## src/source/rename_pkg.sv

```systemverilog
// sizes fixed here for the whole core; every instruction is assumed to write a destination
package rename_pkg;

    ///////////////////////////////////////////////////////////////////////
    // sizes
    ///////////////////////////////////////////////////////////////////////

    localparam int num_arch_regs   = 32;  // architectural registers
    localparam int num_phys_regs   = 64;  // physical registers
    localparam int free_list_depth = num_phys_regs - num_arch_regs;  // 32 spare
    localparam int rob_depth       = 8;   // reorder buffer entries

    ///////////////////////////////////////////////////////////////////////
    // index types
    ///////////////////////////////////////////////////////////////////////

    typedef logic [$clog2(num_arch_regs)-1:0] arch_idx_t;  // 5 bits
    typedef logic [$clog2(num_phys_regs)-1:0] phys_idx_t;  // 6 bits
    typedef logic [$clog2(rob_depth)-1:0]     rob_idx_t;   // 3 bits

    ///////////////////////////////////////////////////////////////////////
    // reorder buffer entry
    ///////////////////////////////////////////////////////////////////////

    // 18 bits in total
    typedef struct packed {
        arch_idx_t arch_dest;  // destination being renamed
        phys_idx_t new_pr;     // register taken from free list
        phys_idx_t old_pr;     // previous mapping, freed at retire
        logic      done;       // set by completion
    } rob_entry_t;

endpackage

```

## src/source/rename_ifs.sv

```systemverilog
// peer links inside the core; no clock travels here, all state sits in the owning modules

///////////////////////////////////////////////////////////////////////
// free list link
///////////////////////////////////////////////////////////////////////

// pop only while empty is low, head_pr valid whenever empty is low
// pop and push may both be high in the same cycle
interface free_list_if;
    logic                  pop;      // take head_pr at the edge
    rename_pkg::phys_idx_t head_pr;  // next free register
    logic                  empty;    // no free register left
    logic                  push;     // return push_pr at the edge
    rename_pkg::phys_idx_t push_pr;  // register freed by retirement

    modport owner (
        input  pop, push, push_pr,
        output head_pr, empty
    );

    modport user (
        output pop, push, push_pr,
        input  head_pr, empty
    );
endinterface

///////////////////////////////////////////////////////////////////////
// map table update link
///////////////////////////////////////////////////////////////////////

// old_pr is the mapping before this cycle's write
// the write lands at the edge where set_en is high
interface map_update_if;
    rename_pkg::arch_idx_t dest_arch;  // destination to remap
    logic                  set_en;     // write new_pr at the edge
    rename_pkg::phys_idx_t new_pr;     // new mapping
    rename_pkg::phys_idx_t old_pr;     // mapping being replaced

    modport owner (
        input  dest_arch, set_en, new_pr,
        output old_pr
    );

    modport user (
        output dest_arch, set_en, new_pr,
        input  old_pr
    );
endinterface

```

## src/source/map_table.sv

```systemverilog
// one write port and two combinational reads; no checkpoint or restore, so no branch recovery
module map_table (
    input  logic                  clock,
    input  logic                  reset,
    map_update_if.owner           upd,          // dispatch remap
    input  rename_pkg::arch_idx_t lookup_arch,  // operand read
    output rename_pkg::phys_idx_t lookup_pr
);

    ///////////////////////////////////////////////////////////////////////
    // mapping storage
    ///////////////////////////////////////////////////////////////////////

    // arch reg -> current physical reg
    rename_pkg::phys_idx_t map_q [rename_pkg::num_arch_regs];

    // identity after reset, so regs 0..31 start out committed
    always_ff @(posedge clock) begin
        if (reset) begin
            for (int i = 0; i < rename_pkg::num_arch_regs; i++) begin
                map_q[i] <= rename_pkg::phys_idx_t'(i);
            end
        end else if (upd.set_en) begin
            map_q[upd.dest_arch] <= upd.new_pr;  // visible from next cycle
        end
    end

    ///////////////////////////////////////////////////////////////////////
    // reads
    ///////////////////////////////////////////////////////////////////////

    // both reads see the table before this cycle's write
    // an instruction renaming the same reg it reads gets the older mapping
    assign upd.old_pr = map_q[upd.dest_arch];  // goes into the rob entry
    assign lookup_pr  = map_q[lookup_arch];    // source operand lookup

endmodule

```

## src/source/free_list.sv

```systemverilog
// circular queue sized to num_phys_regs minus num_arch_regs; it cannot overflow, so no full flag
module free_list (
    input  logic        clock,
    input  logic        reset,
    free_list_if.owner  fl
);

    typedef logic [$clog2(rename_pkg::free_list_depth)-1:0] fl_ptr_t;  // wraps at depth
    typedef logic [$clog2(rename_pkg::free_list_depth):0]   fl_cnt_t;  // 0..depth

    ///////////////////////////////////////////////////////////////////////
    // queue state
    ///////////////////////////////////////////////////////////////////////

    rename_pkg::phys_idx_t mem [rename_pkg::free_list_depth];  // free registers

    fl_ptr_t head;   // next to hand out
    fl_ptr_t tail;   // next slot for a freed reg
    fl_cnt_t count;  // regs currently free

    // pointers and count
    always_ff @(posedge clock) begin
        if (reset) begin
            head  <= '0;
            tail  <= '0;  // queue starts full, tail meets head
            count <= fl_cnt_t'(rename_pkg::free_list_depth);
        end else begin
            if (fl.pop) begin
                head <= head + 1'b1;  // power of two depth, natural wrap
            end
            if (fl.push) begin
                tail <= tail + 1'b1;
            end
            case ({fl.pop, fl.push})
                2'b10:   count <= count - 1'b1;
                2'b01:   count <= count + 1'b1;
                default: count <= count;  // both or neither
            endcase
        end
    end

    // contents
    // reset loads 32..63 in order, 32 at the head
    always_ff @(posedge clock) begin
        if (reset) begin
            for (int i = 0; i < rename_pkg::free_list_depth; i++) begin
                mem[i] <= rename_pkg::phys_idx_t'(rename_pkg::num_arch_regs + i);
            end
        end else if (fl.push) begin
            mem[tail] <= fl.push_pr;  // freed reg rejoins at the tail
        end
    end

    ///////////////////////////////////////////////////////////////////////
    // outputs
    ///////////////////////////////////////////////////////////////////////

    assign fl.head_pr = mem[head];      // meaningless while empty
    assign fl.empty   = (count == '0);

endmodule

```

## src/source/reorder_buffer.sv

```systemverilog
// one dispatch, one completion and one retirement per cycle; completion must name a live entry
module reorder_buffer (
    input  logic                  clock,
    input  logic                  reset,
    free_list_if.user             fl,
    map_update_if.user            upd,

    // dispatch, valid/ready
    input  logic                  dispatch_valid,
    input  rename_pkg::arch_idx_t dispatch_arch_dest,
    output logic                  dispatch_ready,
    output rename_pkg::rob_idx_t  dispatch_rob_idx,
    output rename_pkg::phys_idx_t dispatch_new_pr,
    output rename_pkg::phys_idx_t dispatch_old_pr,

    // completion strobe, stands in for the cdb
    input  logic                  complete_valid,
    input  rename_pkg::rob_idx_t  complete_rob_idx,

    // retirement, never stalled
    output logic                  retire_valid,
    output rename_pkg::arch_idx_t retire_arch_dest,
    output rename_pkg::phys_idx_t retire_new_pr,
    output rename_pkg::phys_idx_t retire_freed_pr
);

    typedef logic [$clog2(rename_pkg::rob_depth):0] rob_cnt_t;  // 0..depth

    ///////////////////////////////////////////////////////////////////////
    // state
    ///////////////////////////////////////////////////////////////////////

    rename_pkg::rob_entry_t entries [rename_pkg::rob_depth];

    rename_pkg::rob_idx_t head;   // oldest entry
    rename_pkg::rob_idx_t tail;   // next free slot
    rob_cnt_t             count;  // entries in flight

    logic full;    // no room for another instruction
    logic accept;  // dispatch handshake fires this edge
    logic retire;  // head leaves this edge

    ///////////////////////////////////////////////////////////////////////
    // dispatch side
    ///////////////////////////////////////////////////////////////////////

    assign full           = (count == rob_cnt_t'(rename_pkg::rob_depth));
    assign dispatch_ready = !full && !fl.empty;  // need a slot and a free reg
    assign accept         = dispatch_valid && dispatch_ready;

    // free list head becomes the new mapping in the same cycle
    assign fl.pop        = accept;
    assign upd.set_en    = accept;
    assign upd.dest_arch = dispatch_arch_dest;
    assign upd.new_pr    = fl.head_pr;

    assign dispatch_new_pr  = fl.head_pr;
    assign dispatch_old_pr  = upd.old_pr;  // mapping before this write
    assign dispatch_rob_idx = tail;

    ///////////////////////////////////////////////////////////////////////
    // retire side
    ///////////////////////////////////////////////////////////////////////

    // head done bit alone decides, count guards a stray completion on an empty buffer
    assign retire       = (count != '0) && entries[head].done;
    assign retire_valid = retire;

    assign retire_arch_dest = entries[head].arch_dest;
    assign retire_new_pr    = entries[head].new_pr;
    assign retire_freed_pr  = entries[head].old_pr;

    // old mapping is dead once its successor commits
    assign fl.push    = retire;
    assign fl.push_pr = entries[head].old_pr;

    ///////////////////////////////////////////////////////////////////////
    // pointers and count
    ///////////////////////////////////////////////////////////////////////

    always_ff @(posedge clock) begin
        if (reset) begin
            head  <= '0;
            tail  <= '0;
            count <= '0;  // empty
        end else begin
            if (accept) begin
                tail <= tail + 1'b1;  // wraps at 8
            end
            if (retire) begin
                head <= head + 1'b1;
            end
            case ({accept, retire})
                2'b10:   count <= count + 1'b1;
                2'b01:   count <= count - 1'b1;
                default: count <= count;
            endcase
        end
    end

    ///////////////////////////////////////////////////////////////////////
    // entry storage
    ///////////////////////////////////////////////////////////////////////

    // only done bits are cleared by reset, payload is written before use
    always_ff @(posedge clock) begin
        if (reset) begin
            for (int i = 0; i < rename_pkg::rob_depth; i++) begin
                entries[i].done <= 1'b0;
            end
        end else begin
            if (complete_valid) begin
                entries[complete_rob_idx].done <= 1'b1;  // any order
            end
            if (retire) begin
                entries[head].done <= 1'b0;  // slot free again
            end
            if (accept) begin  // last, so a new entry always starts not done
                entries[tail].arch_dest <= dispatch_arch_dest;
                entries[tail].new_pr    <= fl.head_pr;
                entries[tail].old_pr    <= upd.old_pr;
                entries[tail].done      <= 1'b0;
            end
        end
    end

endmodule

```

## src/source/rename_core.sv

```systemverilog
// rename core top; one instruction per cycle, every instruction writes a destination
module rename_core (
    input  logic                  clock,
    input  logic                  reset,

    // dispatch
    input  logic                  dispatch_valid,
    input  rename_pkg::arch_idx_t dispatch_arch_dest,
    output logic                  dispatch_ready,
    output rename_pkg::rob_idx_t  dispatch_rob_idx,
    output rename_pkg::phys_idx_t dispatch_new_pr,
    output rename_pkg::phys_idx_t dispatch_old_pr,

    // source operand lookup
    input  rename_pkg::arch_idx_t lookup_arch,
    output rename_pkg::phys_idx_t lookup_pr,

    // completion
    input  logic                  complete_valid,
    input  rename_pkg::rob_idx_t  complete_rob_idx,

    // retirement
    output logic                  retire_valid,
    output rename_pkg::arch_idx_t retire_arch_dest,
    output rename_pkg::phys_idx_t retire_new_pr,
    output rename_pkg::phys_idx_t retire_freed_pr
);

    ///////////////////////////////////////////////////////////////////////
    // peer links
    ///////////////////////////////////////////////////////////////////////

    free_list_if  fl_bus ();   // rob <-> free list
    map_update_if upd_bus ();  // rob <-> map table

    ///////////////////////////////////////////////////////////////////////
    // peers
    ///////////////////////////////////////////////////////////////////////

    map_table map_table_i (
        .clock       (clock),
        .reset       (reset),
        .upd         (upd_bus.owner),
        .lookup_arch (lookup_arch),
        .lookup_pr   (lookup_pr)
    );

    free_list free_list_i (
        .clock (clock),
        .reset (reset),
        .fl    (fl_bus.owner)
    );

    // dispatch and retirement live here
    reorder_buffer reorder_buffer_i (
        .clock              (clock),
        .reset              (reset),
        .fl                 (fl_bus.user),
        .upd                (upd_bus.user),
        .dispatch_valid     (dispatch_valid),
        .dispatch_arch_dest (dispatch_arch_dest),
        .dispatch_ready     (dispatch_ready),
        .dispatch_rob_idx   (dispatch_rob_idx),
        .dispatch_new_pr    (dispatch_new_pr),
        .dispatch_old_pr    (dispatch_old_pr),
        .complete_valid     (complete_valid),
        .complete_rob_idx   (complete_rob_idx),
        .retire_valid       (retire_valid),
        .retire_arch_dest   (retire_arch_dest),
        .retire_new_pr      (retire_new_pr),
        .retire_freed_pr    (retire_freed_pr)
    );

endmodule

```

## config.mk

```make
export PLATFORM = sky130hd
export DESIGN_NAME = rename_core
export DESIGN_NICKNAME = d
export VERILOG_FILES = /design/src/source/rename_pkg.sv /design/src/source/rename_ifs.sv /design/src/source/map_table.sv /design/src/source/free_list.sv /design/src/source/reorder_buffer.sv /design/src/source/rename_core.sv
export SDC_FILE = /design/constraint.sdc
export NUM_CORES = 1
export LEC_CHECK = 0
export BUFFER_PORTS_ARGS = -buffer_cell sky130_fd_sc_hd__buf_2
export CAP_MARGIN = 20
export CORE_AREA = 8 8 266 268
export DETAILED_ROUTE_END_ITERATION = 12
export DIE_AREA = 0 0 274 276
export PLACE_DENSITY = 0.65
export SLEW_MARGIN = 20
export SYNTH_ARGS = -nofsm -noshare
export SYNTH_HDL_FRONTEND = slang
export SYNTH_SLANG_ARGS = --single-unit
```

## constraint.sdc

```tcl
create_clock -name clock -period 3.5 [get_ports clock]
set_clock_uncertainty 0.2 [all_clocks]
set_input_delay 0.875 -clock clock [delete_from_list [all_inputs] [get_ports clock]]
set_output_delay 0.875 -clock clock [all_outputs]
set_load 0.01 [all_outputs]
```

==> metrics <==
status finished, violations left; violated checks negative setup slack; critical path arrival between 2 and 3 ns; CP Data Required Time about 2.4 ns; Ys Warns 0; Synth top cells by count edfxtp_1, nor2_1, nand2_1, mux4_2, mux2i_1; DP Area about 28000 µm²; starting DRC count in detailed routing 2178; max_cap viols 0; number of diodes 0; total power draw approximately 0.016 W; worst slack at placement -0.358 ns; Pleak slightly below 10 nW; cts-stage hold buffer count 0; Net Count, Synth 1893; final std cells w/o fill 2945; reg2reg setup slack 0.25 ns; Max clock buf depth 3; pin count of the biggest net entering global routing 60; hold crit path type reg -> reg; final setup fails 12; Die Width roughly 270 µm; fin crit period 3.71 ns; Yosys reg bits 562; post-DP HPWL 50.1 mm; Crit path largest cell delay ~0.54 ns; global route overflow 0; CP Capture Type primary output; CTS Root Cell clkbuf_16; DR vias roughly 17000; most common cell in the netlist edfxtp_1; switching pwr roughly 0.0041 W; vias in the first global route approximately 17000; post-route cell area 31400 µm²; Hold Path Origin free_list_i.head[1]; Async SR Flop Fraction 0; core area 66600 µm²; critical path launch point type input port; cell chain of the critical path buf_16 > buf_12 > mux4_2 > mux4_2 > mux2_4 > buf_6; Peak VDD IR ~0.38 mV; Clock Latency Late Sink roughly 0.65 ns; clock power share 0.370; CTS sink count 562; final core utilization 0.471; synth top area cells edfxtp_1, mux4_2, nor2_1; first-pass GRT wire length 110 mm; fraction of layout cells with a size suffix above 1 0.289; sequential fraction of the synthesis area 0.626; number of routed nets with antenna violations 0; pwr/cell area ~510 nW/µm²; Critical Path Start lookup_arch[0]; Final Hold Fails 0; synth-to-layout area growth 19.3%; period utilisation layout 1.06; number of buffers created by CTS 56; Slowest cell on crit path mux4_2; Yosys top cell area share 0.594; Tot GR Track Use 0.192; Post-Syn Instances between 1500 and 2000; CTS HTree Levels 2; Post-synth EDFFs between 500 and 600; Port Buffer Count 56; Nets roughly 2000; row cnt 95; biggest area consumer among synthesized cells edfxtp_1; Max Fclk between 200 and 300 MHz; Worst Setup EP lookup_pr[4]; Worst Tran Pin Value about 0.7 ns; die area around 76000 µm²; Final Max Slew Viols 0; register share of total power 0.482; CTS tree yes; Worst R2R Path Depth 10; Total Wirelength 74.9 mm; combinational share of power 0.148; Synth cell types between 50 and 60; GPL Wtd Cong roughly 0.94; most frequent CP cell mux4_2; FILL cells just under 6000; initial antenna violation count 2; vias per cell between 5 and 6; CTS clk-pin slew, worst paths 0.06 ns; die span in y ~280 µm; Hold Path Depth 2; CP Class in -> out; Crit Path Max Fanout 7; PnR worst setup slack -0.207 ns; Main synth FF type edfxtp_1; syn_area_per_cell about 14 µm²; switching share of power 0.259; wire length per cell ~25 µm; Pre-antenna DRT Iters 6; synthesized area about 26000 µm²; RSZ-0062 raised after global routing yes; Initial Util 0.395; worst r2r dst free_list_i.count[5]; # DRC 0; Worst slew margin 0.529; P_int between 0.01 and 0.015 W; dpl cells about 2800; IO Pins 57
routing by layer:
metal	routed length, µm	GRT usage	vias to the layer above
met5	16	0	-
met4	2550	0.0620	2
met3	7360	0.0426	144
met2	35400	0.307	949
met1	29600	0.260	8603
li1	-	-	7380
through the flow:
step	setup TNS [ns]	hold WS, ns
floorplan	0	0.268
global placement	-3.08	0.274
detailed placement	-3.33	0.291
CTS	-2.54	0.312
global route	-2.51	0.372
finish	-2.09	0.310
final cells by class:
type                       count  area [µm²]  area share
inverter                      14        60.1     0.00191
clock buffer                  69        1470      0.0469
sequential                   562       16500       0.525
clock inverter                36         344      0.0110
multi-input combinational   1148        9480       0.302
tap                          873        1090      0.0348
timing repair buffer         243        2450      0.0782
worst max-delay path: cells and delay by family:
kind | cells | cell delay (ns)
mux | 3 | 1.36
buf+inv | 3 | 0.39
power by group through the flow:
stage | logic, W | registers, W | clock network, W
2_1_floorplan | 0.00130 | 0.00777 | 0
3_3_place_gp | 0.00203 | 0.00784 | 0
3_5_place_dp | 0.00207 | 0.00784 | 0
4_1_cts | 0.00233 | 0.00771 | 0.00600
5_1_grt | 0.00251 | 0.00772 | 0.00624
6_report | 0.00237 | 0.00771 | 0.00592
logic make-up (layout without fill, tap and decap cells):
family                   after synthesis  in the layout  share of synthesized area
AND/OR/NAND/NOR                      676            677                      0.113
buffers and inverters                154            362                     0.0297
multiplexers                         273            273                      0.174
adder cells (fa/ha/maj)               13             13                    0.00618
flip-flops                           562            562                      0.626
XOR/XNOR                              15             15                    0.00499
AO/OA/AOI/OAI                        170            170                     0.0469
layout by cell type, fill, tap and decap left out, types with 6 or more instances in the layout:
cell	count
nand2_1	238
a22oi_1	25
nand2b_1	38
nand4_1	10
or4_4	6
a22oi_2	47
nor2b_1	11
inv_1	7
xnor2_1	8
clkinv_1	15
clkbuf_16	61
buf_6	24
clkinv_2	10
nor3b_1	8
clkbuf_1	11
buf_4	136
nor4_1	8
nor2_1	266
a21oi_1	11
and2_1	8
mux2i_1	100
nand3_1	29
a21o_1	33
o21ai_0	7
ha_1	12
a21boi_1	11
mux2_2	21
edfxtp_1	520
mux4_2	144
xor2_1	7
dfxtp_1	37
buf_16	9
nor4b_1	6
nor3_1	10
buf_2	37
nor2_2	7
a21boi_2	7
buf_12	26
mux2_4	6
worst min path at each step:
stage and endpoint:
2_1_floorplan register, 3_3_place_gp register, 3_5_place_dp register, 4_1_cts free_list_i.head[1], 5_1_grt reorder_buffer_i.entries[0][0], 6_report free_list_i.head[1]
registers in the layout, summed over array words and instances (netlist names), named ones only:
signal,flops
reorder_buffer_i.head,3
reorder_buffer_i.dispatch_rob_idx,3
reorder_buffer_i.entries,144
free_list_i.tail,5
free_list_i.count,6
free_list_i.mem,192
map_table_i.map_q,192
free_list_i.head,5
reorder_buffer_i.count,4
timing repair:
action	in CTS	in global routing
buffers inserted	25	9
resized for setup	154	36
gates cloned	10	5
setup endpoints to repair	34	24
pin swaps	41	26
(Power assumes the default switching activity.)
